**config.mk**
```make
export PLATFORM = sky130hd
export DESIGN_NAME = rvv_alu_unit_shift
export DESIGN_NICKNAME = d
export VERILOG_FILES = /design/src/hw/rvv_shift_pkg.sv /design/src/hw/rvv_shift_decode.sv /design/src/hw/rvv_shift_operand.sv /design/src/hw/rvv_shift_lane.sv /design/src/hw/rvv_shift_result.sv /design/src/hw/rvv_alu_unit_shift.sv
export VERILOG_INCLUDE_DIRS = /design/src /design/src/include
export SDC_FILE = /design/constraint.sdc
export NUM_CORES = 2
export LEC_CHECK = 0
export ABC_AREA = 1
export BUFFER_PORTS_ARGS = -buffer_cell sky130_fd_sc_hd__buf_2
export CORE_ASPECT_RATIO = 1.2
export CORE_UTILIZATION = 55
export DETAILED_ROUTE_END_ITERATION = 8
export PLACE_DENSITY = 0.74
export SLEW_MARGIN = 20
export SYNTH_ARGS = -nofsm -noshare
export SYNTH_HDL_FRONTEND = slang
export SYNTH_HIERARCHICAL = 1
export SYNTH_SLANG_ARGS = --single-unit
export TNS_END_PERCENT = 20
```
**constraint.sdc**
```tcl
create_clock -name clk -period 8.6 [get_ports clk]
set_input_delay 0.86 -clock clk [delete_from_list [all_inputs] [get_ports clk]]
set_output_delay 0.86 -clock clk [all_outputs]
set_load 0.02 [all_outputs]
```
**src/include/rvv_shift_params.svh**
```systemverilog
`ifndef RVV_SHIFT_PARAMS_SVH
`define RVV_SHIFT_PARAMS_SVH

// vector register geometry
`define VLEN             64
`define VLENB            (`VLEN/8)

// element widths
`define BYTE_WIDTH       8
`define HWORD_WIDTH      16
`define WORD_WIDTH       32

// lanes per element width
`define LANES8           (`VLEN/`BYTE_WIDTH)
`define LANES16          (`VLEN/`HWORD_WIDTH)
`define LANES32          (`VLEN/`WORD_WIDTH)

// shift amount widths, log2 of the element width
`define SHAMT8_WIDTH     $clog2(`BYTE_WIDTH)
`define SHAMT16_WIDTH    $clog2(`HWORD_WIDTH)
`define SHAMT32_WIDTH    $clog2(`WORD_WIDTH)

// uop fields
`define ROB_DEPTH_WIDTH  3
`define XLEN             32
`define UOP_INDEX_WIDTH  3

`endif

```
**src/hw/rvv_shift_pkg.sv**
```systemverilog
`include "rvv_shift_params.svh"

package rvv_shift_pkg;

  // OPI shift encodings
  typedef enum logic [5:0] {
    VSLL    = 6'b100101,
    VSRL    = 6'b101000,
    VSRA    = 6'b101001,
    VSSRL   = 6'b101010,
    VSSRA   = 6'b101011,
    VNSRL   = 6'b101100,
    VNSRA   = 6'b101101,
    VNCLIPU = 6'b101110,
    VNCLIP  = 6'b101111
  } funct6_e;

  typedef enum logic [2:0] {
    OPIVV = 3'b000,
    OPIVI = 3'b011,
    OPIVX = 3'b100
  } funct3_e;

  // fixed-point rounding mode
  typedef enum logic [1:0] {
    RNU = 2'd0,
    RNE = 2'd1,
    RDN = 2'd2,
    ROD = 2'd3
  } vxrm_e;

  typedef enum logic [1:0] {
    EEW8  = 2'd0,
    EEW16 = 2'd1,
    EEW32 = 2'd2
  } eew_e;

  typedef enum logic [1:0] {
    SHIFT_SLL = 2'd0,
    SHIFT_SRL = 2'd1,
    SHIFT_SRA = 2'd2
  } shift_op_e;

  typedef enum logic [1:0] {
    KIND_PLAIN  = 2'd0,
    KIND_SCALE  = 2'd1,
    KIND_NARROW = 2'd2,
    KIND_CLIP   = 2'd3
  } shift_kind_e;

  typedef logic [`BYTE_WIDTH-1:0]  elem8_t;
  typedef logic [`HWORD_WIDTH-1:0] elem16_t;
  typedef logic [`WORD_WIDTH-1:0]  elem32_t;

endpackage

```
**src/hw/rvv_shift_decode.sv**
```systemverilog
`timescale 1ns/100ps

module rvv_shift_decode (
  input  logic                        clk,
  input  rvv_shift_pkg::funct6_e      funct6,
  input  rvv_shift_pkg::funct3_e      funct3,
  input  rvv_shift_pkg::eew_e         vs2_eew,
  output rvv_shift_pkg::shift_op_e    shift_op,
  output rvv_shift_pkg::shift_kind_e  kind,
  output logic                        use_scalar,
  output logic                        legal
);

  logic known_op;
  logic known_form;
  logic wide_eew;
  logic narrowing;

  always_comb begin
    shift_op = rvv_shift_pkg::SHIFT_SLL;
    kind     = rvv_shift_pkg::KIND_PLAIN;
    known_op = 1'b1;
    case (funct6)
      rvv_shift_pkg::VSLL:    shift_op = rvv_shift_pkg::SHIFT_SLL;
      rvv_shift_pkg::VSRL:    shift_op = rvv_shift_pkg::SHIFT_SRL;
      rvv_shift_pkg::VSRA:    shift_op = rvv_shift_pkg::SHIFT_SRA;
      rvv_shift_pkg::VSSRL: begin
        shift_op = rvv_shift_pkg::SHIFT_SRL;
        kind     = rvv_shift_pkg::KIND_SCALE;
      end
      rvv_shift_pkg::VSSRA: begin
        shift_op = rvv_shift_pkg::SHIFT_SRA;
        kind     = rvv_shift_pkg::KIND_SCALE;
      end
      rvv_shift_pkg::VNSRL: begin
        shift_op = rvv_shift_pkg::SHIFT_SRL;
        kind     = rvv_shift_pkg::KIND_NARROW;
      end
      rvv_shift_pkg::VNSRA: begin
        shift_op = rvv_shift_pkg::SHIFT_SRA;
        kind     = rvv_shift_pkg::KIND_NARROW;
      end
      rvv_shift_pkg::VNCLIPU: begin
        shift_op = rvv_shift_pkg::SHIFT_SRL;
        kind     = rvv_shift_pkg::KIND_CLIP;
      end
      rvv_shift_pkg::VNCLIP: begin
        shift_op = rvv_shift_pkg::SHIFT_SRA;
        kind     = rvv_shift_pkg::KIND_CLIP;
      end
      default: known_op = 1'b0;
    endcase
  end

  // immediate form already sits in rs1_data
  assign use_scalar = (funct3 == rvv_shift_pkg::OPIVX) || (funct3 == rvv_shift_pkg::OPIVI);
  assign known_form = use_scalar || (funct3 == rvv_shift_pkg::OPIVV);
  assign wide_eew   = (vs2_eew == rvv_shift_pkg::EEW16) || (vs2_eew == rvv_shift_pkg::EEW32);
  // narrowing shifts and clips share the funct6 prefix 1011
  assign narrowing  = (funct6[5:2] == 4'b1011);

  always_comb begin
    if (narrowing) begin
      legal = known_op && known_form && wide_eew;
    end else begin
      legal = known_op && known_form && (wide_eew || (vs2_eew == rvv_shift_pkg::EEW8));
    end
  end

  // no source wider than a byte lane exists at EEW8
  assert property (@(posedge clk)
    (legal && ((kind == rvv_shift_pkg::KIND_NARROW) || (kind == rvv_shift_pkg::KIND_CLIP)))
      |-> (vs2_eew != rvv_shift_pkg::EEW8))
    else $error("narrowing uop decoded as legal at EEW8");

endmodule

```
**src/hw/rvv_shift_operand.sv**
```systemverilog
`timescale 1ns/100ps
`include "rvv_shift_params.svh"

module rvv_shift_operand (
  input  rvv_shift_pkg::eew_e                            vs2_eew,
  input  logic                                           use_scalar,
  input  rvv_shift_pkg::shift_kind_e                     kind,
  input  logic [`UOP_INDEX_WIDTH-1:0]                    uop_index,
  input  logic [`VLEN-1:0]                               vs1_data,
  input  logic [`VLEN-1:0]                               vs2_data,
  input  logic [`XLEN-1:0]                               rs1_data,
  output rvv_shift_pkg::elem8_t  [`LANES8-1:0]           operand8,
  output logic [`LANES8-1:0][`SHAMT8_WIDTH-1:0]          amount8,
  output rvv_shift_pkg::elem16_t [`LANES16-1:0]          operand16,
  output logic [`LANES16-1:0][`SHAMT16_WIDTH-1:0]        amount16,
  output rvv_shift_pkg::elem32_t [`LANES32-1:0]          operand32,
  output logic [`LANES32-1:0][`SHAMT32_WIDTH-1:0]        amount32
);

  logic               narrow;
  logic [`VLEN/2-1:0] vs1_half;

  assign narrow   = (kind == rvv_shift_pkg::KIND_NARROW) || (kind == rvv_shift_pkg::KIND_CLIP);
  // narrow-width amounts come from the half of vs1 this uop writes
  assign vs1_half = uop_index[0] ? vs1_data[`VLEN/2 +: `VLEN/2] : vs1_data[0 +: `VLEN/2];

  always_comb begin
    operand8  = '0;
    amount8   = '0;
    operand16 = '0;
    amount16  = '0;
    operand32 = '0;
    amount32  = '0;
    case (vs2_eew)
      rvv_shift_pkg::EEW8: begin
        for (int i = 0; i < `LANES8; i++) begin
          operand8[i] = vs2_data[i*`BYTE_WIDTH +: `BYTE_WIDTH];
          amount8[i]  = use_scalar ? rs1_data[`SHAMT8_WIDTH-1:0] :
                                     vs1_data[i*`BYTE_WIDTH +: `SHAMT8_WIDTH];
        end
      end
      rvv_shift_pkg::EEW16: begin
        for (int i = 0; i < `LANES16; i++) begin
          operand16[i] = vs2_data[i*`HWORD_WIDTH +: `HWORD_WIDTH];
          if (use_scalar) begin
            amount16[i] = rs1_data[`SHAMT16_WIDTH-1:0];
          end else if (narrow) begin
            amount16[i] = vs1_half[i*`BYTE_WIDTH +: `SHAMT16_WIDTH];
          end else begin
            amount16[i] = vs1_data[i*`HWORD_WIDTH +: `SHAMT16_WIDTH];
          end
        end
      end
      rvv_shift_pkg::EEW32: begin
        for (int i = 0; i < `LANES32; i++) begin
          operand32[i] = vs2_data[i*`WORD_WIDTH +: `WORD_WIDTH];
          if (use_scalar) begin
            amount32[i] = rs1_data[`SHAMT32_WIDTH-1:0];
          end else if (narrow) begin
            amount32[i] = vs1_half[i*`HWORD_WIDTH +: `SHAMT32_WIDTH];
          end else begin
            amount32[i] = vs1_data[i*`WORD_WIDTH +: `SHAMT32_WIDTH];
          end
        end
      end
      default: begin
        operand8 = '0;
      end
    endcase
  end

endmodule

```
**src/hw/rvv_shift_lane.sv**
```systemverilog
`timescale 1ns/100ps

module rvv_shift_lane #(
  parameter type elem_t = rvv_shift_pkg::elem8_t
) (
  input  rvv_shift_pkg::shift_op_e          shift_op,
  input  rvv_shift_pkg::vxrm_e              vxrm,
  input  elem_t                             operand,
  input  logic [$clog2($bits(elem_t))-1:0]  amount,
  output elem_t                             shifted,
  output elem_t                             rounded,
  output logic                              carry
);

  localparam int width = $bits(elem_t);

  // element sits above width zero bits, shifted-out bits land there
  logic signed [2*width:0] field;
  logic signed [2*width:0] moved;
  elem_t                   round_bits;
  logic                    increment;
  logic                    ext;

  always_comb begin
    if (shift_op == rvv_shift_pkg::SHIFT_SRA) begin
      field = {operand[width-1], operand, {width{1'b0}}};
    end else begin
      field = {1'b0, operand, {width{1'b0}}};
    end
    if (shift_op == rvv_shift_pkg::SHIFT_SLL) begin
      moved = field << amount;
    end else begin
      moved = field >>> amount;
    end
  end

  assign shifted    = moved[2*width-1:width];
  assign round_bits = moved[width-1:0];

  always_comb begin
    case (vxrm)
      rvv_shift_pkg::RNU: increment = round_bits[width-1];
      rvv_shift_pkg::RNE: increment = round_bits[width-1] &
                                      ((|round_bits[width-2:0]) | shifted[0]);
      rvv_shift_pkg::RDN: increment = 1'b0;
      default:            increment = ~shifted[0] & (|round_bits);
    endcase
  end

  // carry is the extra top bit, used by the clip range check
  assign ext              = (shift_op == rvv_shift_pkg::SHIFT_SRA) ? shifted[width-1] : 1'b0;
  assign {carry, rounded} = {ext, shifted} + (width+1)'(increment);

endmodule

```
**src/hw/rvv_shift_result.sv**
```systemverilog
`timescale 1ns/100ps
`include "rvv_shift_params.svh"

module rvv_shift_result (
  input  logic                                    clk,
  input  logic                                    reset,
  input  logic                                    uop_valid,
  input  logic                                    legal,
  input  rvv_shift_pkg::shift_kind_e              kind,
  input  rvv_shift_pkg::shift_op_e                shift_op,
  input  rvv_shift_pkg::eew_e                     vs2_eew,
  input  logic [`UOP_INDEX_WIDTH-1:0]             uop_index,
  input  logic [`ROB_DEPTH_WIDTH-1:0]             rob_entry,
  input  rvv_shift_pkg::elem8_t  [`LANES8-1:0]    shifted8,
  input  rvv_shift_pkg::elem8_t  [`LANES8-1:0]    rounded8,
  input  rvv_shift_pkg::elem16_t [`LANES16-1:0]   shifted16,
  input  rvv_shift_pkg::elem16_t [`LANES16-1:0]   rounded16,
  input  logic [`LANES16-1:0]                     carry16,
  input  rvv_shift_pkg::elem32_t [`LANES32-1:0]   shifted32,
  input  rvv_shift_pkg::elem32_t [`LANES32-1:0]   rounded32,
  input  logic [`LANES32-1:0]                     carry32,
  output logic                                    result_valid,
  output logic [`ROB_DEPTH_WIDTH-1:0]             result_rob_entry,
  output logic [`VLEN-1:0]                        result_data,
  output logic                                    result_vxsat
);

  logic [`VLEN/2-1:0]   narrow16;
  logic [`VLEN/2-1:0]   narrow32;
  logic [`VLEN/2-1:0]   narrowed;
  logic [`LANES16-1:0]  sat16;
  logic [`LANES32-1:0]  sat32;
  logic [`VLEN-1:0]     data_next;
  logic                 vxsat_next;
  logic                 accept;

  // 16-bit lanes down to bytes
  always_comb begin
    narrow16 = '0;
    sat16    = '0;
    for (int i = 0; i < `LANES16; i++) begin
      if (kind != rvv_shift_pkg::KIND_CLIP) begin
        narrow16[i*`BYTE_WIDTH +: `BYTE_WIDTH] = shifted16[i][`BYTE_WIDTH-1:0];
      end else if (shift_op == rvv_shift_pkg::SHIFT_SRL) begin
        sat16[i] = |{carry16[i], rounded16[i][`HWORD_WIDTH-1:`BYTE_WIDTH]};
        narrow16[i*`BYTE_WIDTH +: `BYTE_WIDTH] =
          sat16[i] ? {`BYTE_WIDTH{1'b1}} : rounded16[i][`BYTE_WIDTH-1:0];
      end else begin
        sat16[i] = {carry16[i], rounded16[i][`HWORD_WIDTH-1:`BYTE_WIDTH]} !=
                   {(`BYTE_WIDTH+1){rounded16[i][`BYTE_WIDTH-1]}};
        // carry holds the true sign, so it picks min or max
        narrow16[i*`BYTE_WIDTH +: `BYTE_WIDTH] =
          sat16[i] ? {carry16[i], {(`BYTE_WIDTH-1){~carry16[i]}}} :
                     rounded16[i][`BYTE_WIDTH-1:0];
      end
    end
  end

  // 32-bit lanes down to half-words
  always_comb begin
    narrow32 = '0;
    sat32    = '0;
    for (int i = 0; i < `LANES32; i++) begin
      if (kind != rvv_shift_pkg::KIND_CLIP) begin
        narrow32[i*`HWORD_WIDTH +: `HWORD_WIDTH] = shifted32[i][`HWORD_WIDTH-1:0];
      end else if (shift_op == rvv_shift_pkg::SHIFT_SRL) begin
        sat32[i] = |{carry32[i], rounded32[i][`WORD_WIDTH-1:`HWORD_WIDTH]};
        narrow32[i*`HWORD_WIDTH +: `HWORD_WIDTH] =
          sat32[i] ? {`HWORD_WIDTH{1'b1}} : rounded32[i][`HWORD_WIDTH-1:0];
      end else begin
        sat32[i] = {carry32[i], rounded32[i][`WORD_WIDTH-1:`HWORD_WIDTH]} !=
                   {(`HWORD_WIDTH+1){rounded32[i][`HWORD_WIDTH-1]}};
        narrow32[i*`HWORD_WIDTH +: `HWORD_WIDTH] =
          sat32[i] ? {carry32[i], {(`HWORD_WIDTH-1){~carry32[i]}}} :
                     rounded32[i][`HWORD_WIDTH-1:0];
      end
    end
  end

  assign narrowed   = (vs2_eew == rvv_shift_pkg::EEW16) ? narrow16 : narrow32;
  assign vxsat_next = (kind == rvv_shift_pkg::KIND_CLIP) &&
                      ((vs2_eew == rvv_shift_pkg::EEW16) ? (|sat16) : (|sat32));
  assign accept     = uop_valid && legal;

  always_comb begin
    case (kind)
      rvv_shift_pkg::KIND_PLAIN: begin
        case (vs2_eew)
          rvv_shift_pkg::EEW8:  data_next = shifted8;
          rvv_shift_pkg::EEW16: data_next = shifted16;
          default:              data_next = shifted32;
        endcase
      end
      rvv_shift_pkg::KIND_SCALE: begin
        case (vs2_eew)
          rvv_shift_pkg::EEW8:  data_next = rounded8;
          rvv_shift_pkg::EEW16: data_next = rounded16;
          default:              data_next = rounded32;
        endcase
      end
      // narrow results fill one half, the other stays zero
      default: begin
        data_next = uop_index[0] ? {narrowed, {(`VLEN/2){1'b0}}} :
                                   {{(`VLEN/2){1'b0}}, narrowed};
      end
    endcase
  end

  always_ff @(posedge clk) begin
    if (reset) begin
      result_valid <= 1'b0;
      result_vxsat <= 1'b0;
      result_data  <= '0;
    end else begin
      result_valid <= accept;
      result_vxsat <= accept && vxsat_next;
      result_data  <= accept ? data_next : '0;
    end
  end

  always_ff @(posedge clk) begin
    result_rob_entry <= rob_entry;
  end

  // the narrowed mux only has 16-bit and 32-bit sources
  assert property (@(posedge clk) disable iff (reset)
    (accept && ((kind == rvv_shift_pkg::KIND_NARROW) || (kind == rvv_shift_pkg::KIND_CLIP)))
      |-> ((vs2_eew == rvv_shift_pkg::EEW16) || (vs2_eew == rvv_shift_pkg::EEW32)))
    else $error("narrowing uop accepted without a 16-bit or 32-bit source");

endmodule

```
**src/hw/rvv_alu_unit_shift.sv**
```systemverilog
`timescale 1ns/100ps
`include "rvv_shift_params.svh"

module rvv_alu_unit_shift (
  input  logic                          clk,
  input  logic                          reset,
  input  logic                          uop_valid,
  input  rvv_shift_pkg::funct6_e        funct6,
  input  rvv_shift_pkg::funct3_e        funct3,
  input  rvv_shift_pkg::vxrm_e          vxrm,
  input  rvv_shift_pkg::eew_e           vs2_eew,
  input  logic [`UOP_INDEX_WIDTH-1:0]   uop_index,
  input  logic [`ROB_DEPTH_WIDTH-1:0]   rob_entry,
  input  logic [`VLEN-1:0]              vs1_data,
  input  logic [`VLEN-1:0]              vs2_data,
  input  logic [`XLEN-1:0]              rs1_data,
  output logic                          result_valid,
  output logic [`ROB_DEPTH_WIDTH-1:0]   result_rob_entry,
  output logic [`VLEN-1:0]              result_data,
  output logic                          result_vxsat
);

  rvv_shift_pkg::shift_op_e                       shift_op;
  rvv_shift_pkg::shift_kind_e                     kind;
  logic                                           use_scalar;
  logic                                           legal;
  rvv_shift_pkg::elem8_t  [`LANES8-1:0]           operand8;
  rvv_shift_pkg::elem8_t  [`LANES8-1:0]           shifted8;
  rvv_shift_pkg::elem8_t  [`LANES8-1:0]           rounded8;
  logic [`LANES8-1:0][`SHAMT8_WIDTH-1:0]          amount8;
  rvv_shift_pkg::elem16_t [`LANES16-1:0]          operand16;
  rvv_shift_pkg::elem16_t [`LANES16-1:0]          shifted16;
  rvv_shift_pkg::elem16_t [`LANES16-1:0]          rounded16;
  logic [`LANES16-1:0][`SHAMT16_WIDTH-1:0]        amount16;
  logic [`LANES16-1:0]                            carry16;
  rvv_shift_pkg::elem32_t [`LANES32-1:0]          operand32;
  rvv_shift_pkg::elem32_t [`LANES32-1:0]          shifted32;
  rvv_shift_pkg::elem32_t [`LANES32-1:0]          rounded32;
  logic [`LANES32-1:0][`SHAMT32_WIDTH-1:0]        amount32;
  logic [`LANES32-1:0]                            carry32;

  rvv_shift_decode i_decode (
    .clk        (clk),
    .funct6     (funct6),
    .funct3     (funct3),
    .vs2_eew    (vs2_eew),
    .shift_op   (shift_op),
    .kind       (kind),
    .use_scalar (use_scalar),
    .legal      (legal)
  );

  rvv_shift_operand i_operand (
    .vs2_eew    (vs2_eew),
    .use_scalar (use_scalar),
    .kind       (kind),
    .uop_index  (uop_index),
    .vs1_data   (vs1_data),
    .vs2_data   (vs2_data),
    .rs1_data   (rs1_data),
    .operand8   (operand8),
    .amount8    (amount8),
    .operand16  (operand16),
    .amount16   (amount16),
    .operand32  (operand32),
    .amount32   (amount32)
  );

  // byte lanes never clip, their carry is not needed
  for (genvar i = 0; i < `LANES8; i++) begin : g_lane8
    rvv_shift_lane #(.elem_t(rvv_shift_pkg::elem8_t)) i_lane (
      .shift_op (shift_op),
      .vxrm     (vxrm),
      .operand  (operand8[i]),
      .amount   (amount8[i]),
      .shifted  (shifted8[i]),
      .rounded  (rounded8[i]),
      .carry    ()
    );
  end

  for (genvar i = 0; i < `LANES16; i++) begin : g_lane16
    rvv_shift_lane #(.elem_t(rvv_shift_pkg::elem16_t)) i_lane (
      .shift_op (shift_op),
      .vxrm     (vxrm),
      .operand  (operand16[i]),
      .amount   (amount16[i]),
      .shifted  (shifted16[i]),
      .rounded  (rounded16[i]),
      .carry    (carry16[i])
    );
  end

  for (genvar i = 0; i < `LANES32; i++) begin : g_lane32
    rvv_shift_lane #(.elem_t(rvv_shift_pkg::elem32_t)) i_lane (
      .shift_op (shift_op),
      .vxrm     (vxrm),
      .operand  (operand32[i]),
      .amount   (amount32[i]),
      .shifted  (shifted32[i]),
      .rounded  (rounded32[i]),
      .carry    (carry32[i])
    );
  end

  rvv_shift_result i_result (
    .clk              (clk),
    .reset            (reset),
    .uop_valid        (uop_valid),
    .legal            (legal),
    .kind             (kind),
    .shift_op         (shift_op),
    .vs2_eew          (vs2_eew),
    .uop_index        (uop_index),
    .rob_entry        (rob_entry),
    .shifted8         (shifted8),
    .rounded8         (rounded8),
    .shifted16        (shifted16),
    .rounded16        (rounded16),
    .carry16          (carry16),
    .shifted32        (shifted32),
    .rounded32        (rounded32),
    .carry32          (carry32),
    .result_valid     (result_valid),
    .result_rob_entry (result_rob_entry),
    .result_data      (result_data),
    .result_vxsat     (result_vxsat)
  );

endmodule

```
# [Word level (Yosys, flattened, before mapping)]
# Index checks and enable logic that the tools add are counted.
[word_totals] ff_bits=69 input_bits=182 out_inout_bits=69 wordCells=317
[op_classes] mux=121 n_addsub=14 n_eq_ne=28 shifts=28 bitwise_logic=63 n_reduce_logical=59
[op_table] cell="two-way mux 64 bit" n=6
[op_table] cell="case mux 64 bit (2 select lines)" n=3
[op_table] cell="two-way mux 16 bit" n=17
[op_table] cell="two-way mux 32 bit" n=5
[op_table] cell="two-way mux 17 bit" n=8
[op_table] cell="left shift 17 x 3 -> 16 bit" n=8
[op_table] cell=">>> shifter 17 x 3 -> 16 bit" n=8
[op_table] cell="two-way mux 33 bit" n=4
[op_table] cell="left shift 33 x 4 -> 32 bit" n=4
[op_table] cell=">>> shifter 33 x 4 -> 32 bit" n=4
[op_table] cell="two-way mux 65 bit" n=2
[op_table] cell="left shift 65 x 5 -> 64 bit" n=2
[op_table] cell=">>> shifter 65 x 5 -> 64 bit" n=2
[op_table] cell="two-way mux 8 bit" n=16
[op_table] cell="adder 17 x 1 -> 17 bit" n=4
[op_table] cell="adder 33 x 1 -> 33 bit" n=2
[op_table] cell="adder 8 x 1 -> 8 bit" n=8
[op_table] cell="OR reduction 16 bit" n=4
[op_table] cell="OR reduction 32 bit" n=2
[op_table] cell="OR reduction 8 bit" n=8
[op_table] cell="OR reduction 31 bit" n=2
[op_table] cell="OR reduction 15 bit" n=4
[op_table] cell="OR reduction 7 bit" n=8
[op_table] cell="equality test 6 bit (second input constant)" n=9
[op_table] cell="other kinds (29)" n=173

# [Longest topological paths before layout]
[logic_depth] ltp_word=22 mapped_depth=49 depth_no_buf=46

# [By module]
# The synthesis kept the hierarchy.
[modules_own_cells] mod="rvv_shift_lane at g_lane32[0].i_lane ..." cells_per_inst=1093 n_inst=2 area_per_inst_um2=5134.9 seq_area_each_um2=0.0
[modules_own_cells] mod="rvv_shift_lane at g_lane16[0].i_lane ..." cells_per_inst=452 n_inst=4 area_per_inst_um2=2080.7 seq_area_each_um2=0.0
[modules_own_cells] mod="rvv_shift_result" cells_per_inst=1359 n_inst=1 area_per_inst_um2=7287.0 seq_area_each_um2=1381.3
[modules_own_cells] mod="rvv_shift_lane at g_lane8[0].i_lane ..." cells_per_inst=184 n_inst=8 area_per_inst_um2=904.6 seq_area_each_um2=0.0
[modules_own_cells] mod="rvv_shift_operand" cells_per_inst=447 n_inst=1 area_per_inst_um2=1914.3 seq_area_each_um2=0.0
[modules_own_cells] mod="rvv_shift_decode" cells_per_inst=26 n_inst=1 area_per_inst_um2=125.1 seq_area_each_um2=0.0

# [Worst setup path after synthesis]
# No wires, ideal clock.
[synth_path] path_kind="input port to flip-flop" from="input port funct6[5]" to="register i_result.result_data[60]" setup_slack_ps=2304 cell_stages=31 arrival_ps=6163 setup_ps=132 t_required_ps=8468 path_buffers=2 path_cell_list="inv_1 > nor2_4 > nand2_1 > nor2_1 > or2_1 > clkbuf_1 > nor2_2 > buf_4 > nand4_1 > nand2_1 > o21ai_0 > nand2_1 > nor2_1 > ha_1 > ha_1 > inv_1 > nor2_2 > nand2_2 > nor2_2 > nand2_1 > nand2_1 > nand2_1 > or2_2 > nor2_1 > o211ai_1 > o21ai_1 > nand2_1 > nand2_1 > nand2_1 > nand3_1 > a21oi_1"
[synth_rtl] item="from (decl)" line="rvv_alu_unit_shift.sv:8" text="input rvv_shift_pkg::funct6_e funct6,"
[synth_rtl] item="to (signal assigned)" line="rvv_shift_result.sv:117" text="result_data <= accept ? data_next : '0;"
[synth_rtl] item="to (decl)" line="rvv_shift_result.sv:24" text="output logic [`VLEN-1:0] result_data,"

==> flow_metrics.tcl <==
set metrics [dict create \
    dieWidth_microns 232 \
    finalCritPeriodShare 0.888 \
    worstSetupPathType "in2reg" \
    relSlewSlack 0.257 \
    tightest_slew_ps 1110 \
    detailroute.via_count 48600 \
    syn_area_sq_um 34900 \
    layout-drive-gt1-share 0.114 \
    cts-htree-levels 3 \
    final-setup-viol-count 0 \
    hold_violations 0 \
    gp_congestion 1.09 \
    min_period_ps 7640 \
    cp.depth 39 \
    grt_pass1_vias 43200 \
    post_cts_buffers 0 \
    hpwl_microns 122000 \
    rows 100 \
    final_util 0.577 \
    cts_num_sinks 69 \
    cts_hold_buf 0 \
    crit_path_start_kind "input pin" \
    antenna_found_initial 1 \
    yosys_warnings 6 \
    status "finished clean" \
    worstPathArrival_ps 7830 \
    drcViolationCount 0 \
    syn_nets 7461 \
    grt_max_degree 100 \
    avgSynthCellArea_sq_um 4.82 \
    nFillCells 7072 \
    place_area_sq_um 35700 \
    grt_pass1_wl_microns 236000 \
    final_nets 7368 \
    die-area_sq_um 64600 \
    cp.required_ps 8790 \
    powerDensity_nw_per_um2 83.9 \
    fmax_ghz 0.131 \
    pin_count 251 \
    drv_slew 0 \
    clockBufferDepth 2 \
    cts_tree "yes" \
    grtUsageTotal 0.461 \
    cp-end-kind "flip-flop" \
    crit_slowest_cell "buf_4" \
    post_cts_resized 0 \
    cts.reportedPaths.clkPinSlew_ps 70 \
    final_cells 7979 \
    start_util 0.560 \
    hp-class "in2reg" \
    p_leak_nw 18.9 \
    cp_top_family "simple AND/OR/NAND/NOR gates" \
    routed_wl_microns 154000 \
    ir_worst_vdd_uv 87.1 \
    cts_inserted_buffers 9 \
    ant_nets 0 \
    die_y_microns 278 \
    path_buf_inv 7 \
    fin_area_sq_um 36000 \
    overflow 0 \
    wl_per_cell_microns 19.4 \
    critPathMaxStageDelay_ps 610 \
    rsz0062_at_grt "no" \
    crit_path_frequent_cell "nand2_1" \
    setup_tns_ps 0 \
    path_max_fanout 66 \
    dp.cells 7962 \
    maxCapViolCount 0 \
    core-area_sq_um 62400 \
    cts_root_buf "clkbuf_16" \
    drt_iter0_markers 5789 \
    viasPerCell 6.09 \
    syn_inst 7250 \
    area_delta_synth_final_pct 3.08 \
    hold_ws_ps 609 \
    port_buffers 193 \
    drtPass1Iterations 7 \
    hold_depth 1 \
]
-- state kept, by name, summed over array words and instances, names as in the netlist --
signal and flops:
i_result/result_rob_entry 3, i_result/result_data 64, i_result/result_vxsat 1, i_result/result_valid 1
-- per-layer routing --
layer  wire (microns)  share of wire  GRT usage
met1            57200           0.37      0.535
met2            67300           0.44      0.735
met3            14600          0.095     0.0755
met4            15500           0.10      0.392
met5               13       0.000084          0
-- power breakdown --
group / switching [W] / internal, W
clock network: 0.000164 / 0.000235
registers: 0.00000106 / 0.000321
logic: 0.00166 / 0.000641
-- area by class of cell --
| cell class | instances | area, sq um | share of cell area |
|---|---|---|---|
| timing repair buffer | 282 | 1700 | 0.0471 |
| tap | 816 | 1020 | 0.0283 |
| sequential | 69 | 1380 | 0.0383 |
| antenna | 1 | 2.50 | 0.0000695 |
| clock buffer | 10 | 239 | 0.00663 |
| inverter | 721 | 2800 | 0.0776 |
| multi-input combinational | 6074 | 28800 | 0.800 |
| clock inverter | 6 | 70.1 | 0.00195 |
-- final timing paths --
check	startpoint	to	slack, ps
max	funct3[1]	i_result/result_data[57]$_SDFF_PP0_	960
min	rob_entry[1]	i_result/result_rob_entry[1]$_DFF_P_	610
-- placed cells by master, fill, tap and decap left out, drive strengths merged --
master / count
o21bai: 3
and2: 2
or2: 29
nor3b: 1
o221ai: 19
o311ai: 2
a221oi: 1
clkinvlp: 3
xnor2: 20
dfxtp: 69
nor3: 8
o211ai: 29
a22o: 31
diode: 1
clkbuf: 10
nand3b: 16
buf: 282
nand4: 120
nor2: 644
a21o: 2
xor2: 50
o22ai: 46
o21ai: 195
o32ai: 13
nand2: 2827
o21a: 6
inv: 720
bufinv: 1
a21oi: 214
clkinv: 3
nand3: 1720
and3: 2
a31oi: 45
ha: 29
-- stage by stage --
stage / setup WS, ps / power (W)
after floorplan: 2300 / 0.00193
after global placement: 1090 / 0.00253
after detailed placement: 975 / 0.00254
after CTS: 1340 / 0.00294
after global routing: 530 / 0.00323
final: 961 / 0.00302
Note: power is estimated with default switching activity, not from simulation.
